`src/design/kvs_mem_pkg.sv`:
```
package kvs_mem_pkg;

  ////////////////////////////////////////////////////////////
  // memory channel address widths
  ////////////////////////////////////////////////////////////

  localparam int local_addr_w = 34; // as issued by the data movers
  localparam int host_addr_w  = 64;

  // host base pointer
  // the register file fills it as two 32-bit halves, the
  // translators add it as a single 64-bit word
  typedef union packed {
    logic [host_addr_w-1:0] full;
    struct packed {
      logic [31:0] hi;
      logic [31:0] lo;
    } half;
  } host_ptr_u;

endpackage

```
`src/design/kvs_ctrl_pkg.sv`:
```
package kvs_ctrl_pkg;

  ////////////////////////////////////////////////////////////
  // control bus geometry
  ////////////////////////////////////////////////////////////

  localparam int ctrl_addr_w = 12;
  localparam int ctrl_data_w = 32;
  localparam int ctrl_strb_w = ctrl_data_w / 8; // one strobe per byte lane

  // the only AXI response code this slave ever returns
  localparam logic [1:0] resp_okay = 2'b00;

  ////////////////////////////////////////////////////////////
  // register map in byte offsets
  ////////////////////////////////////////////////////////////

  localparam logic [ctrl_addr_w-1:0] reg_ctrl      = 12'h000; // start, done, idle
  localparam logic [ctrl_addr_w-1:0] reg_cycles_lo = 12'h010;
  localparam logic [ctrl_addr_w-1:0] reg_cycles_hi = 12'h014;
  localparam logic [ctrl_addr_w-1:0] reg_ptr0_lo   = 12'h018; // channel c0 base
  localparam logic [ctrl_addr_w-1:0] reg_ptr0_hi   = 12'h01c;
  localparam logic [ctrl_addr_w-1:0] reg_ptr1_lo   = 12'h020; // channel c1 base
  localparam logic [ctrl_addr_w-1:0] reg_ptr1_hi   = 12'h024;

  // bit positions inside reg_ctrl
  localparam int ctrl_start_bit = 0;
  localparam int ctrl_done_bit  = 1; // sticky until a read of reg_ctrl
  localparam int ctrl_idle_bit  = 2;

  // run length split over the two cycle registers
  localparam int cycle_cnt_w = 64;

endpackage
```
`src/design/kvs_shell_top.sv`:
```
`timescale 1ns/100ps

module kvs_shell_top (
  input  logic                                  ap_clk,
  input  logic                                  ap_rst_n,
  // control slave
  input  logic                                  s_axi_control_awvalid,
  output logic                                  s_axi_control_awready,
  input  logic [kvs_ctrl_pkg::ctrl_addr_w-1:0]  s_axi_control_awaddr,
  input  logic                                  s_axi_control_wvalid,
  output logic                                  s_axi_control_wready,
  input  logic [kvs_ctrl_pkg::ctrl_data_w-1:0]  s_axi_control_wdata,
  input  logic [kvs_ctrl_pkg::ctrl_strb_w-1:0]  s_axi_control_wstrb,
  output logic                                  s_axi_control_bvalid,
  input  logic                                  s_axi_control_bready,
  output logic [1:0]                            s_axi_control_bresp,
  input  logic                                  s_axi_control_arvalid,
  output logic                                  s_axi_control_arready,
  input  logic [kvs_ctrl_pkg::ctrl_addr_w-1:0]  s_axi_control_araddr,
  output logic                                  s_axi_control_rvalid,
  input  logic                                  s_axi_control_rready,
  output logic [kvs_ctrl_pkg::ctrl_data_w-1:0]  s_axi_control_rdata,
  output logic [1:0]                            s_axi_control_rresp,
  // channel c0
  input  logic                                  c0_aw_local_valid,
  output logic                                  c0_aw_local_ready,
  input  logic [kvs_mem_pkg::local_addr_w-1:0]  c0_aw_local_addr,
  input  logic                                  c0_ar_local_valid,
  output logic                                  c0_ar_local_ready,
  input  logic [kvs_mem_pkg::local_addr_w-1:0]  c0_ar_local_addr,
  output logic                                  c0_awvalid,
  input  logic                                  c0_awready,
  output logic [kvs_mem_pkg::host_addr_w-1:0]   c0_awaddr,
  output logic                                  c0_arvalid,
  input  logic                                  c0_arready,
  output logic [kvs_mem_pkg::host_addr_w-1:0]   c0_araddr,
  // channel c1
  input  logic                                  c1_aw_local_valid,
  output logic                                  c1_aw_local_ready,
  input  logic [kvs_mem_pkg::local_addr_w-1:0]  c1_aw_local_addr,
  input  logic                                  c1_ar_local_valid,
  output logic                                  c1_ar_local_ready,
  input  logic [kvs_mem_pkg::local_addr_w-1:0]  c1_ar_local_addr,
  output logic                                  c1_awvalid,
  input  logic                                  c1_awready,
  output logic [kvs_mem_pkg::host_addr_w-1:0]   c1_awaddr,
  output logic                                  c1_arvalid,
  input  logic                                  c1_arready,
  output logic [kvs_mem_pkg::host_addr_w-1:0]   c1_araddr,
  output logic                                  core_run // core out of reset
);
  import kvs_ctrl_pkg::*;
  import kvs_mem_pkg::*;

  logic                   ap_start;
  logic                   ap_done;
  logic                   ap_idle;
  logic [cycle_cnt_w-1:0] time_in_cycles;
  host_ptr_u              ptr0;
  host_ptr_u              ptr1;

  ctrl_regs ctrl_regs_inst (
    .ap_clk, .ap_rst_n,
    .s_axi_control_awvalid, .s_axi_control_awready, .s_axi_control_awaddr,
    .s_axi_control_wvalid, .s_axi_control_wready, .s_axi_control_wdata,
    .s_axi_control_wstrb,
    .s_axi_control_bvalid, .s_axi_control_bready, .s_axi_control_bresp,
    .s_axi_control_arvalid, .s_axi_control_arready, .s_axi_control_araddr,
    .s_axi_control_rvalid, .s_axi_control_rready, .s_axi_control_rdata,
    .s_axi_control_rresp,
    .ap_done, .ap_idle, .ap_start, .time_in_cycles, .ptr0, .ptr1
  );

  run_control run_control_inst (
    .ap_clk, .ap_rst_n, .ap_start, .time_in_cycles, .core_run, .ap_done, .ap_idle
  );

  ////////////////////////////////////////////////////////////
  // per-channel address rebasing
  ////////////////////////////////////////////////////////////

  addr_translate c0_translate (
    .ap_clk, .ap_rst_n,
    .base_ptr       (ptr0),
    .aw_local_valid (c0_aw_local_valid),
    .aw_local_ready (c0_aw_local_ready),
    .aw_local_addr  (c0_aw_local_addr),
    .ar_local_valid (c0_ar_local_valid),
    .ar_local_ready (c0_ar_local_ready),
    .ar_local_addr  (c0_ar_local_addr),
    .awvalid        (c0_awvalid),
    .awready        (c0_awready),
    .awaddr         (c0_awaddr),
    .arvalid        (c0_arvalid),
    .arready        (c0_arready),
    .araddr         (c0_araddr)
  );

  addr_translate c1_translate (
    .ap_clk, .ap_rst_n,
    .base_ptr       (ptr1),
    .aw_local_valid (c1_aw_local_valid),
    .aw_local_ready (c1_aw_local_ready),
    .aw_local_addr  (c1_aw_local_addr),
    .ar_local_valid (c1_ar_local_valid),
    .ar_local_ready (c1_ar_local_ready),
    .ar_local_addr  (c1_ar_local_addr),
    .awvalid        (c1_awvalid),
    .awready        (c1_awready),
    .awaddr         (c1_awaddr),
    .arvalid        (c1_arvalid),
    .arready        (c1_arready),
    .araddr         (c1_araddr)
  );

endmodule

```
`src/design/addr_translate.sv`:
```
`timescale 1ns/100ps

module addr_translate (
  input  logic                                  ap_clk,
  input  logic                                  ap_rst_n,
  input  kvs_mem_pkg::host_ptr_u                base_ptr,
  input  logic                                  aw_local_valid,
  output logic                                  aw_local_ready,
  input  logic [kvs_mem_pkg::local_addr_w-1:0]  aw_local_addr,
  input  logic                                  ar_local_valid,
  output logic                                  ar_local_ready,
  input  logic [kvs_mem_pkg::local_addr_w-1:0]  ar_local_addr,
  output logic                                  awvalid,
  input  logic                                  awready,
  output logic [kvs_mem_pkg::host_addr_w-1:0]   awaddr,
  output logic                                  arvalid,
  input  logic                                  arready,
  output logic [kvs_mem_pkg::host_addr_w-1:0]   araddr
);
  import kvs_mem_pkg::*;

  // index 0 is the write-address path, 1 the read-address path
  logic [1:0]              local_valid;
  logic [1:0]              local_ready;
  logic [1:0]              host_ready;
  logic [1:0]              host_valid_q;
  logic [local_addr_w-1:0] local_addr [2];
  logic [host_addr_w-1:0]  host_addr_q [2];

  assign local_valid   = {ar_local_valid, aw_local_valid};
  assign host_ready    = {arready, awready};
  assign local_addr[0] = aw_local_addr;
  assign local_addr[1] = ar_local_addr;

  ////////////////////////////////////////////////////////////
  // one-entry slices
  ////////////////////////////////////////////////////////////

  for (genvar i = 0; i < 2; i++) begin : g_slice
    // refill in the same cycle the host drains the entry
    assign local_ready[i] = ~host_valid_q[i] | host_ready[i];

    always_ff @(posedge ap_clk) begin
      if (!ap_rst_n) begin
        host_valid_q[i] <= 1'b0;
      end else if (local_ready[i]) begin
        host_valid_q[i] <= local_valid[i];
      end
    end

    // base sampled at the local transfer and wrapped at 2^64
    always_ff @(posedge ap_clk) begin
      if (local_valid[i] && local_ready[i]) begin
        host_addr_q[i] <= base_ptr.full + host_addr_w'(local_addr[i]);
      end
    end

    host_hold_a: assert property (@(posedge ap_clk) disable iff (!ap_rst_n)
      host_valid_q[i] && !host_ready[i] |=> host_valid_q[i] && $stable(host_addr_q[i]));
  end

  assign aw_local_ready = local_ready[0];
  assign ar_local_ready = local_ready[1];
  assign awvalid        = host_valid_q[0];
  assign arvalid        = host_valid_q[1];
  assign awaddr         = host_addr_q[0];
  assign araddr         = host_addr_q[1];

endmodule

```
`src/design/run_control.sv`:
```
`timescale 1ns/100ps

module run_control (
  input  logic                                 ap_clk,
  input  logic                                 ap_rst_n,
  input  logic                                 ap_start,
  input  logic [kvs_ctrl_pkg::cycle_cnt_w-1:0] time_in_cycles,
  output logic                                 core_run,
  output logic                                 ap_done,
  output logic                                 ap_idle
);
  import kvs_ctrl_pkg::*;

  logic                   start_q;   // ap_start one cycle late
  logic                   run_q;
  logic [cycle_cnt_w-1:0] remain_q;  // cycles left including the current one
  logic                   start_edge;

  assign start_edge = ap_start & ~start_q;

  ////////////////////////////////////////////////////////////
  // run timer
  ////////////////////////////////////////////////////////////

  always_ff @(posedge ap_clk) begin
    if (!ap_rst_n) begin
      start_q  <= 1'b0;
      run_q    <= 1'b0;
      remain_q <= '0;
    end else begin
      start_q <= ap_start;
      if (start_edge && !run_q) begin
        run_q    <= 1'b1; // core comes out of reset next cycle
        remain_q <= time_in_cycles;
      end else if (run_q) begin
        remain_q <= remain_q - 1'b1;
        if (ap_done) begin
          run_q <= 1'b0;
        end
      end
    end
  end

  // done in the last run cycle and idle again right after it
  assign ap_done  = run_q && remain_q == cycle_cnt_w'(1);
  assign core_run = run_q;
  assign ap_idle  = ~run_q;

  done_ends_run_a: assert property (@(posedge ap_clk) disable iff (!ap_rst_n)
    ap_done |-> core_run ##1 (ap_idle && !core_run));

endmodule

```
`src/design/ctrl_regs.sv`:
```
`timescale 1ns/100ps

module ctrl_regs (
  input  logic                                   ap_clk,
  input  logic                                   ap_rst_n,
  input  logic                                   s_axi_control_awvalid,
  output logic                                   s_axi_control_awready,
  input  logic [kvs_ctrl_pkg::ctrl_addr_w-1:0]   s_axi_control_awaddr,
  input  logic                                   s_axi_control_wvalid,
  output logic                                   s_axi_control_wready,
  input  logic [kvs_ctrl_pkg::ctrl_data_w-1:0]   s_axi_control_wdata,
  input  logic [kvs_ctrl_pkg::ctrl_strb_w-1:0]   s_axi_control_wstrb,
  output logic                                   s_axi_control_bvalid,
  input  logic                                   s_axi_control_bready,
  output logic [1:0]                             s_axi_control_bresp,
  input  logic                                   s_axi_control_arvalid,
  output logic                                   s_axi_control_arready,
  input  logic [kvs_ctrl_pkg::ctrl_addr_w-1:0]   s_axi_control_araddr,
  output logic                                   s_axi_control_rvalid,
  input  logic                                   s_axi_control_rready,
  output logic [kvs_ctrl_pkg::ctrl_data_w-1:0]   s_axi_control_rdata,
  output logic [1:0]                             s_axi_control_rresp,
  input  logic                                   ap_done,
  input  logic                                   ap_idle,
  output logic                                   ap_start,
  output logic [kvs_ctrl_pkg::cycle_cnt_w-1:0]   time_in_cycles,
  output kvs_mem_pkg::host_ptr_u                 ptr0,
  output kvs_mem_pkg::host_ptr_u                 ptr1
);
  import kvs_ctrl_pkg::*;
  import kvs_mem_pkg::*;

  logic                   bvalid_q;
  logic                   rvalid_q;
  logic [ctrl_data_w-1:0] rdata_q;
  logic [ctrl_data_w-1:0] rd_mux;
  logic [cycle_cnt_w-1:0] cycles_q;
  host_ptr_u              ptr0_q;
  host_ptr_u              ptr1_q;
  logic                   start_q;
  logic                   done_q; // sticky until reg_ctrl is read
  logic                   wr_fire;
  logic                   rd_fire;

  // old register word with the strobed byte lanes replaced
  function automatic logic [ctrl_data_w-1:0] merge_strb(input logic [ctrl_data_w-1:0] cur);
    logic [ctrl_data_w-1:0] res;
    res = cur;
    for (int b = 0; b < ctrl_strb_w; b++) begin
      if (s_axi_control_wstrb[b]) begin
        res[8*b +: 8] = s_axi_control_wdata[8*b +: 8];
      end
    end
    return res;
  endfunction

  ////////////////////////////////////////////////////////////
  // write channel
  ////////////////////////////////////////////////////////////

  assign s_axi_control_awready = ~bvalid_q; // no new write while a response waits
  assign s_axi_control_wready  = ~bvalid_q;
  assign wr_fire = s_axi_control_awvalid & s_axi_control_wvalid & ~bvalid_q;

  always_ff @(posedge ap_clk) begin
    if (!ap_rst_n) begin
      bvalid_q <= 1'b0;
    end else if (wr_fire) begin
      bvalid_q <= 1'b1;
    end else if (s_axi_control_bready) begin
      bvalid_q <= 1'b0;
    end
  end

  always_ff @(posedge ap_clk) begin
    if (!ap_rst_n) begin
      cycles_q <= '0;
      ptr0_q   <= '0;
      ptr1_q   <= '0;
    end else if (wr_fire) begin
      case (s_axi_control_awaddr)
        reg_cycles_lo: cycles_q[31:0]  <= merge_strb(cycles_q[31:0]);
        reg_cycles_hi: cycles_q[63:32] <= merge_strb(cycles_q[63:32]);
        reg_ptr0_lo:   ptr0_q.half.lo  <= merge_strb(ptr0_q.half.lo);
        reg_ptr0_hi:   ptr0_q.half.hi  <= merge_strb(ptr0_q.half.hi);
        reg_ptr1_lo:   ptr1_q.half.lo  <= merge_strb(ptr1_q.half.lo);
        reg_ptr1_hi:   ptr1_q.half.hi  <= merge_strb(ptr1_q.half.hi);
        default: ;
      endcase
    end
  end

  ////////////////////////////////////////////////////////////
  // start / done bits
  ////////////////////////////////////////////////////////////

  always_ff @(posedge ap_clk) begin
    if (!ap_rst_n) begin
      start_q <= 1'b0;
      done_q  <= 1'b0;
    end else begin
      // start taken only from a quiet kernel
      if (wr_fire && s_axi_control_awaddr == reg_ctrl && s_axi_control_wstrb[0] &&
          s_axi_control_wdata[ctrl_start_bit] && ap_idle && !start_q) begin
        start_q <= 1'b1;
      end
      if (rd_fire && s_axi_control_araddr == reg_ctrl) begin
        done_q <= 1'b0;
      end
      if (ap_done) begin // a new done wins over a clearing read
        start_q <= 1'b0;
        done_q  <= 1'b1;
      end
    end
  end

  ////////////////////////////////////////////////////////////
  // read channel
  ////////////////////////////////////////////////////////////

  assign s_axi_control_arready = ~rvalid_q;
  assign rd_fire = s_axi_control_arvalid & ~rvalid_q;

  always_comb begin
    rd_mux = '0; // unmapped offsets read zero
    case (s_axi_control_araddr)
      reg_ctrl: begin
        rd_mux[ctrl_start_bit] = start_q;
        rd_mux[ctrl_done_bit]  = done_q;
        rd_mux[ctrl_idle_bit]  = ap_idle;
      end
      reg_cycles_lo: rd_mux = cycles_q[31:0];
      reg_cycles_hi: rd_mux = cycles_q[63:32];
      reg_ptr0_lo:   rd_mux = ptr0_q.half.lo;
      reg_ptr0_hi:   rd_mux = ptr0_q.half.hi;
      reg_ptr1_lo:   rd_mux = ptr1_q.half.lo;
      reg_ptr1_hi:   rd_mux = ptr1_q.half.hi;
      default: ;
    endcase
  end

  always_ff @(posedge ap_clk) begin
    if (!ap_rst_n) begin
      rvalid_q <= 1'b0;
    end else if (rd_fire) begin
      rvalid_q <= 1'b1;
    end else if (s_axi_control_rready) begin
      rvalid_q <= 1'b0;
    end
  end

  always_ff @(posedge ap_clk) begin
    if (rd_fire) begin
      rdata_q <= rd_mux;
    end
  end

  assign s_axi_control_bvalid = bvalid_q;
  assign s_axi_control_bresp  = resp_okay;
  assign s_axi_control_rvalid = rvalid_q;
  assign s_axi_control_rdata  = rdata_q;
  assign s_axi_control_rresp  = resp_okay;
  assign ap_start       = start_q;
  assign time_in_cycles = cycles_q;
  assign ptr0           = ptr0_q;
  assign ptr1           = ptr1_q;

  // responses stay up until the master takes them
  bvalid_hold_a: assert property (@(posedge ap_clk) disable iff (!ap_rst_n)
    s_axi_control_bvalid && !s_axi_control_bready |=> s_axi_control_bvalid);
  rvalid_hold_a: assert property (@(posedge ap_clk) disable iff (!ap_rst_n)
    s_axi_control_rvalid && !s_axi_control_rready |=>
      s_axi_control_rvalid && $stable(s_axi_control_rdata));

endmodule

```
`config.mk`:
```
export PLATFORM = sky130hd
export DESIGN_NAME = kvs_shell_top
export DESIGN_NICKNAME = d
export VERILOG_FILES = /design/src/design/kvs_mem_pkg.sv /design/src/design/kvs_ctrl_pkg.sv /design/src/design/kvs_shell_top.sv /design/src/design/addr_translate.sv /design/src/design/run_control.sv /design/src/design/ctrl_regs.sv
export SDC_FILE = /design/constraint.sdc
export NUM_CORES = 1
export LEC_CHECK = 0
export ABC_CLOCK_PERIOD_IN_PS = 4600
export BUFFER_PORTS_ARGS = -buffer_cell sky130_fd_sc_hd__buf_4
export CORE_MARGIN = 3
export CORE_UTILIZATION = 25
export DETAILED_ROUTE_END_ITERATION = 10
export PLACE_DENSITY = 0.44
export SLEW_MARGIN = 5
export SYNTH_ARGS = -nofsm -noshare
export SYNTH_HDL_FRONTEND = slang
export SYNTH_SLANG_ARGS = --single-unit
```
`constraint.sdc`:
```
create_clock -name ap_clk -period 4.6 [get_ports ap_clk]
set_input_delay 0 -clock ap_clk [delete_from_list [all_inputs] [get_ports ap_clk]]
set_output_delay 0 -clock ap_clk [all_outputs]
set_load 0.05 [all_outputs]
```
## Yosys cells after proc, flatten, opt, wreduce, memory -nomap -nowiden

Memories as Yosys holds them, arrays and structs flattened.
Cells that the tools add are included.

- Latch bits: 0
- Bits of input ports: 211
- Bits in writable memories: 256
- Bits in read-only memories: 0
- Bits in registers: 298
- Memories kept: 2
- Output and inout bits: 306
- Word-level logic and storage cells: 139

- Magnitude comparators: 0
- Muxes and demuxes: 21
- Reduce and logical (&&, ||, !) cells: 45
- Divide/modulo/power cells: 0
- $mul: 0
- Add/subtract/negate cells: 5
- Eq/ne operators: 13
- Bitwise gates (word level): 17
- Shifts and indexed selects: 0

Memory list:

| memory | words | bits a word | rd ports | clocked after Yosys merged registers in | write ports | line | source |
|---|---|---|---|---|---|---|---|
| c0_translate.host_addr_q | 2 | 64 | 2 | 0 | 2 | addr_translate.sv:28 | `logic [host_addr_w-1:0] host_addr_q [2];` |
| c1_translate.host_addr_q | 2 | 64 | 2 | 0 | 2 | addr_translate.sv:28 |  |

Operators with widths:

| cell | count |
|---|---|
| $add A64 B34 Y64 | 4 |
| $pmux W29 S6 | 1 |
| $mux W64 | 2 |
| $eq A12 B5 Y1 const B | 8 |
| $reduce_and A3 Y1 | 24 |
| $eq A64 B1 Y1 const B | 1 |
| $sub A64 B1 Y64 const B | 1 |
| $eq A12 B6 Y1 const B | 4 |
| $logic_not A12 Y1 | 2 |
| $pmux W3 S7 | 1 |
| $mux W1 | 17 |
| $logic_and A1 B1 Y1 | 12 |
| $not A1 Y1 | 9 |
| $reduce_bool A2 Y1 | 4 |
| $and A1 B1 Y1 | 4 |
| $or A1 B1 Y1 | 4 |
| $logic_not A1 Y1 | 2 |
| $reduce_or A2 Y1 | 1 |

## Longest topological paths before layout

Gate-level depths: netlist of the first run.

- Depth after elaboration: 7
- Depth in mapped cells: 13
- Depth with buffers taken out: 12

## By module

Synthesis of the first run repeated with hierarchy kept, for this count alone.

- Cells, all modules: 3203
- Area, all modules: 31383.8 µm²

Modules (own cells, without submodules):

| module | seq. area each (µm²) | area an instance (µm²) | cells an instance | times used |
|---|---|---|---|---|
| addr_translate | 3883.7 | 8674.6 | 840 | 2 |
| ctrl_regs | 4884.7 | 9964.6 | 973 | 1 |
| run_control | 1321.3 | 4070.2 | 550 | 1 |

## Least setup slack after synthesis of the first run

Ideal clock, no wire load.

- Path type: flip-flop to flip-flop
- From: register ctrl_regs_inst.ptr0_q, in the netlist ctrl_regs_inst.ptr0[0]
- To: memory c0_translate.host_addr_q[0][40] (data pin)
- Stages on the path, launching flop included: 14
- Library setup time: 266 ps
- Slack: 1327 ps
- Required time: 4334 ps
- Clock period less this slack: 3273 ps
- Buffers on the path: 1
- Arrival: 3007 ps
- Cells stage by stage: dfxtp_1 > ha_1 > fa_1 > a21o_1 > a21oi_1 > o211ai_1 > nand3_1 > a31oi_1 > o221ai_1 > o21ai_1 > a221oi_2 > clkbuf_1 > nor3_1 > xor2_1

RTL lines:

| what | line | source |
|---|---|---|
| start: declaration | ctrl_regs.sv:38 | `host_ptr_u ptr0_q;` |
| end: declaration | addr_translate.sv:28 |  |

==> reports/metrics.cfg, run 1 <==
[synthesis]
synth.distinct_cells = 80
synth_edf_count = 288
synth_seq_cells = 554
async_flop_share_pct = 0
ys_top_cells_by_count = 366 x nor2_1, 333 x nand2_1, 288 x edfxtp_1
netlist_instances = 3031
synth_area_leaders = edfxtp_1 29%, dfxtp_1 18%, ha_1 5.9%, mux2i_1 5.5%, nor2_1 4.7%
syn_avg_cell_area_um2 = 9.73
syn_area_um2 = 29500
synth_top_area_share_pct = 29.3
synth_area_leader_cell = edfxtp_1
yosysWarnings = 0
synth_seq_area_share_pct = 47.4
synth_ff_type = edfxtp_1
synth.most_common_cell = nor2_1

[placed_design]
dp.cells = 4966
dp_hpwl_um = 98200
dpl_cell_area_um2 = 35100
gp_congestion = 0.891
portBuffers = 512

[detailed_routing]
route.detailed.wl_per_inst_um = 23.8
dr.pass1.iters = 7
viasPerCell = 4.92
vias = 26159
wl_um = 126000
drc = 0
drt_first_iter_violations = 2095
ant_nets = 0

[timing]
hold_viol = 0
clock-skew-final_ns = 0.0289
whs_ns = 0.0354
max_freq_mhz = 245
slew_headroom_pct = 19.5
setup_tns_ns = 0
worst_pin_slew_ns = 1.21
setup_violations = 0
slew_viol_final = 0
rsz0062_at_grt = false
post-route-period-util_pct = 88.7
min_period_ns = 4.08

[global_routing]
overflow = 0
grtUsageMet1_pct = 25.2
grt_pass1_wl_um = 178000
use_met2_pct = 34.7
antenna_found_initial = 6
grt_usage_pct = 19.9
grt.busiest_layer = met2
met3_usage_pct = 2.32
grt_max_degree = 103
grt_pass1_vias = 25757

[clocking]
clk_pin_slew_worst_paths_ns = 0.06
htreeDepth = 3
clock_latency_ns = 0.64
cts_tree = yes
cts_buffers = 72
cts_resized = 0
root_buffer = clkbuf_16
cts_buffer_depth = 3
cts.sinks = 554

[layout]
nets = 4085
final_area_um2 = 39500
multi_input_area_um2 = 14900
fin_util_pct = 33.9
ff_latch_area_um2 = 14000
drive_gt1_share_pct = 18.5
fillers = 12139
post_layout_nonfiller_instances = 5313
syn2layout_area_growth_pct = 34.0

[critical_path]
worst-path-max-fanout = 4
start_kind = register
rr_worst_depth = 13
worstPathRequired_ns = 4.96
crit_type = reg2reg
endpoint_kind = register
crit_arrival_ns = 4.44

[pwr]
p_leak_nw = 17.3
power_density_nw_per_um2 = 318
vdd_ir_drop_max_v = 0.000226

[job]
maxCapViolations = 0

[min_path]
hp-class = in2reg
holdPathStages = 3

[floorplanning]
start_util_pct = 25.3
die_h_um = 350
ios = 517
std_cell_rows = 125
dieArea_um2 = 122000
die_x_um = 350
core_um2 = 117000

[run_status]
status = finished clean

-- logic make-up (layout without fill, tap and decap cells) --
family	count (synthesis)	in the layout	synth area share (%)
AO/OA/AOI/OAI	683	683	14.9
XOR/XNOR	243	243	7.21
adder cells (fa/ha/maj)	142	142	6.12
buffers and inverters	188	939	2.49
flip-flops	554	554	47.4
multiplexers	163	163	5.53
other	1	8	0.0127
AND/OR/NAND/NOR	1057	1057	16.3
-- stage by stage --
step	setup slack (ns)	power (mW)
floorplan	1.33	6.28
global placement	0.721	6.89
detailed placement	0.715	6.89
CTS	0.555	12.7
global route	0.130	13.0
finish	0.521	12.6
-- flip-flops by register name, indices dropped and copies added, names as in the netlist --
signal	flops
c1_translate.awvalid	1
ctrl_regs_inst.s_axi_control_bvalid	1
ctrl_regs_inst.done_q	1
ctrl_regs_inst.ptr0	64
c0_translate.awvalid	1
c0_translate.arvalid	1
ctrl_regs_inst.s_axi_control_rvalid	1
c1_translate.host_addr_q	128
ctrl_regs_inst.s_axi_control_rdata	32
ctrl_regs_inst.time_in_cycles	64
c0_translate.host_addr_q	128
run_control_inst.remain_q	64
run_control_inst.start_q	1
c1_translate.arvalid	1
ctrl_regs_inst.ptr1	64
run_control_inst.core_run	1
ctrl_regs_inst.ap_start	1
-- metal layers --
layer	wire, um	vias up
met5	7	-
met3	5880	169
met1	53900	12714
met4	4230	2
met2	62300	807
li1	-	12467
-- layout make-up --
type	instances	area share [%]
Clock inverter	22	0.519
Multi-Input combinational cell	2292	37.6
Antenna cell	4	0.0253
Sequential cell	554	35.4
Inverter	51	0.497
Timing Repair Buffer	761	15.9
Tap cell	1524	4.82
Clock buffer	105	5.26
-- report_power, final --
part	internal, mW	total, mW	switching, mW	leakage, nW
registers	5.35	5.41	0.0649	4.99
logic	0.519	1.51	0.994	11.2
clock network	3.31	5.62	2.32	1.13
-- worst max-delay path, stage by stage (launching register included) --
cell           delay [ns]
dfxtp_1              0.33
ha_1                 0.21
fa_1                 0.41
a21o_1               0.20
a21oi_1              0.28
o21a_1               0.18
o21ai_0              0.24
a41oi_1              0.52
o221a_2              0.32
o21ai_0              0.12
a21o_1               0.22
a21oi_1              0.17
xnor2_1              0.07
dlygate4sd3_1        0.55
-- layout by cell type (no fill, tap or decap), types with 9 or more instances in the layout --
cell type | synthesis | routed
edfxtp_1 | 288 | 288
and3_1 | 37 | 37
clkbuf_1 | 115 | 18
ha_1 | 138 | 138
nand3_1 | 61 | 61
a222oi_1 | 29 | 29
a221oi_1 | 9 | 9
xor2_1 | 124 | 124
nor2_1 | 366 | 360
clkbuf_16 | 0 | 74
a311oi_1 | 16 | 15
and2_1 | 25 | 21
dfxtp_1 | 266 | 266
a21o_1 | 77 | 77
a22oi_1 | 12 | 12
nor4_1 | 18 | 17
nand2_1 | 333 | 333
nor2b_1 | 15 | 14
inv_1 | 49 | 49
a211oi_1 | 26 | 26
or3_1 | 22 | 21
o21a_1 | 24 | 24
o21bai_1 | 19 | 19
nand2b_1 | 31 | 31
o21ai_0 | 99 | 99
xnor2_1 | 119 | 119
clkbuf_8 | 0 | 10
nor3_1 | 66 | 66
nand4_1 | 34 | 34
dlygate4sd3_1 | 0 | 216
o211ai_1 | 33 | 33
buf_4 | 5 | 542
a21oi_1 | 258 | 258
mux2i_1 | 163 | 163
a31oi_1 | 19 | 19
-- what timing repair did --
item,in CTS,in global routing
setup buffers,0,0
endpoints found under the hold margin,356,0
hold buffers,216,0
-- worst paths after layout --
path | from | end | slack [ns]
min reg2reg | run_control_inst.remain_q[17] | run_control_inst.remain_q[17] | 0.48
max | ctrl_regs_inst.ptr0[0] | c0_translate.host_addr_q[0][96] | 0.52
min | c1_aw_local_addr[17] | c1_translate.host_addr_q[0][17] | 0.04
max reg2reg | ctrl_regs_inst.ptr0[0] | c0_translate.host_addr_q[0][96] | 0.52
No activity file was read; power rests on OpenSTA's default activity.
==> run 2, diff against run 1 <==
--- a/config.mk
+++ b/config.mk
@@ -10,7 +10,6 @@
 export CORE_MARGIN = 3
 export CORE_UTILIZATION = 25
 export DETAILED_ROUTE_END_ITERATION = 10
-export PLACE_DENSITY = 0.44
 export SLEW_MARGIN = 5
 export SYNTH_ARGS = -nofsm -noshare
 export SYNTH_HDL_FRONTEND = slang
==> reports/metrics.cfg, run 2 (same netlist as run 1, synthesis figures left out) <==
[clocking]
clock_latency_ns = 0.64  ; about the same
post_cts_buffers = 0  ; unchanged
htreeDepth = 3  ; unchanged
cts_buffer_depth = 3  ; unchanged
cts.sinks = 554  ; unchanged
cts_buffers = 69  ; was 72
clk_pin_slew_worst_paths_ns = 0.06  ; about the same
root_buffer = clkbuf_16  ; unchanged
cts_tree = yes  ; unchanged

[timing]
rsz0062_at_grt = false  ; unchanged
worst_pin_slew_ns = 1.30  ; was 1.21 ns
setup_tns_ns = 0  ; unchanged
hold_viol = 0  ; unchanged
slew_viol_final = 0  ; unchanged
min_period_ns = 4.12  ; was 4.08 ns
slew_headroom_pct = 13.5  ; was 19.5%
clock-skew-final_ns = 0.0335  ; was 0.0289 ns
max_freq_mhz = 243  ; was 245 MHz
setup_ws_ns = 0.478  ; was 0.521 ns
whs_ns = 0.0400  ; was 0.0354 ns
post-route-period-util_pct = 89.6  ; was 88.7%
setup_violations = 0  ; unchanged

[global_routing]
grt.busiest_layer = met2  ; unchanged
grt_max_degree = 113  ; was 103
antenna_found_initial = 18  ; was 6
grt_pass1_wl_um = 173000  ; was 178,000 um
grtUsageMet1_pct = 23.4  ; was 25.2%
met3_usage_pct = 3.99  ; was 2.32%
grt_pass1_vias = 25559  ; was 25,757
use_met2_pct = 32.1  ; was 34.7%
grt_usage_pct = 19.2  ; was 19.9%
overflow = 0  ; unchanged

[layout]
layout_commonest_cell = buf_4  ; unchanged
post_layout_nonfiller_instances = 5314  ; was 5,313
drive_gt1_share_pct = 18.4  ; was 18.5%
nets = 4074  ; was 4,085
syn2layout_area_growth_pct = 33.9  ; was 34.0%
layout_common_cells = 544 x buf_4, 360 x nor2_1, 333 x nand2_1  ; was 542 x buf_4, 360 x nor2_1, 333 x nand2_1
reg_top3 = c0_translate.host_addr_q: 128 flops, c1_translate.host_addr_q: 128 flops  ; unchanged

[detailed_routing]
vias = 26558  ; was 26,159
ant_nets = 0  ; unchanged
wl_um = 122000  ; was 126,000 um
viasPerCell = 5.00  ; was 4.92
dr.pass1.iters = 8  ; was 7
drt_first_iter_violations = 2708  ; was 2,095
drc = 0  ; unchanged
route.detailed.wl_per_inst_um = 23.0  ; was 23.8 um

[pwr]
p_leak_nw = 17.3  ; about the same
combPwrFrac_pct = 12.1  ; about the same
power.switching_mw = 3.35  ; was 3.38 mW
power_frac_clock_pct = 45.0  ; was 44.8%
power_density_nw_per_um2 = 319  ; was 318 nW/um^2
vdd_ir_drop_max_v = 0.000255  ; was 0.000226 V
fin_total_pwr_mw = 12.6  ; about the same
p_sw_share_pct = 26.6  ; was 26.9%
p_seq_share_pct = 42.9  ; was 43.1%
intPower_mw = 9.25  ; was 9.17 mW

[critical_path]
crit_type = reg2reg  ; unchanged
worstPathRequired_ns = 4.98  ; was 4.96 ns
endpoint_kind = register  ; unchanged
crit_arrival_ns = 4.50  ; was 4.44 ns
worst-path-max-fanout = 4  ; unchanged
start_kind = register  ; unchanged

[job]
maxCapViolations = 0  ; unchanged

[placed_design]
portBuffers = 512  ; unchanged
dp_hpwl_um = 95500  ; was 98,200 um
gp_congestion = 0.924  ; was 0.891
dp.cells = 4966  ; unchanged
dp_slack_ns = 0.792  ; was 0.715 ns

[run_status]
status = finished clean  ; unchanged

[floorplanning]
std_cell_rows = 125  ; unchanged
start_util_pct = 25.3  ; unchanged
die_h_um = 350  ; unchanged
die_x_um = 350  ; unchanged
ios = 517  ; unchanged
core_um2 = 117000  ; unchanged
dieArea_um2 = 122000  ; unchanged

[min_path]
hp-class = in2reg  ; unchanged

run 2: cell types whose count changed in the layout (fill, tap and decap cells not counted), sizes merged:
cell,before,now
bufinv,3,6
clkbuf,105,102
clkinv,12,11
clkinvlp,1,2
diode,4,13
dlygate4sd3,216,208
run 2: metal layers:
| layer | up-vias | share of wire (%) |
|---|---|---|
| li1 | 12432 | - |
| met1 | 12756 | 40 |
| met2 | 1122 | 47 |
| met3 | 240 | 7.6 |
| met4 | 8 | 5.2 |
| met5 | - | 0.042 |
run 2: final cells by class:
cell class                      instances  area [um^2]
Timing Repair Buffer                  753         6190
Tap cell                             1524         1910
Clock inverter                         25          325
Fill cell                           11934        77200
Clock buffer                          102         2010
Sequential cell                       554        14000
Antenna cell                           13         32.5
Inverter                               51          196
Multi-Input combinational cell       2292        14900
run 2: worst max-delay path, cell delays in order (launching register included):
cell           delay [ns]
dfxtp_1              0.38
ha_1                 0.24
fa_1                 0.41
a21o_1               0.19
a21oi_1              0.27
o21ai_0              0.23
nand3_1              0.15
a21o_1               0.18
a31oi_1              0.12
o311ai_0             0.73
nand2b_1             0.14
a21oi_1              0.21
xnor2_1              0.08
dlygate4sd3_1        0.55
run 2: power by group through the flow:
stage / registers [mW] / clock network, mW / logic, mW
2_1_floorplan: 5.97 / 0 / 0.315
3_3_place_gp: 5.51 / 0 / 1.37
3_5_place_dp: 5.51 / 0 / 1.37
4_1_cts: 5.41 / 5.77 / 1.53
5_1_grt: 5.41 / 5.97 / 1.59
6_report: 5.40 / 5.67 / 1.52
run 2: stage by stage:
step / util (%) / instance area, um^2
after global routing: 33.8 / 39500
after CTS: 33.8 / 39500
after detailed placement: 30.0 / 35000
after floorplan: - / 29500
after global placement: 30.0 / 35000
final: 33.8 / 39500
run 2: worst paths after layout:
kind | start | end | slack, ns | cells after the start
max | ctrl_regs_inst.ptr1[0] | c1_translate.host_addr_q[0][30] | 0.48 | 13
min | c0_ar_local_addr[16] | c0_translate.host_addr_q[0][80] | 0.04 | 4
min reg2reg | run_control_inst.remain_q[17] | run_control_inst.remain_q[17] | 0.48 | 2
max reg2reg | ctrl_regs_inst.ptr1[0] | c1_translate.host_addr_q[0][30] | 0.48 | 13
run 2: timing repair:
action	CTS	global route
gates resized for setup	0	0
endpoints found under the hold margin	370	0
hold buffers	208	0
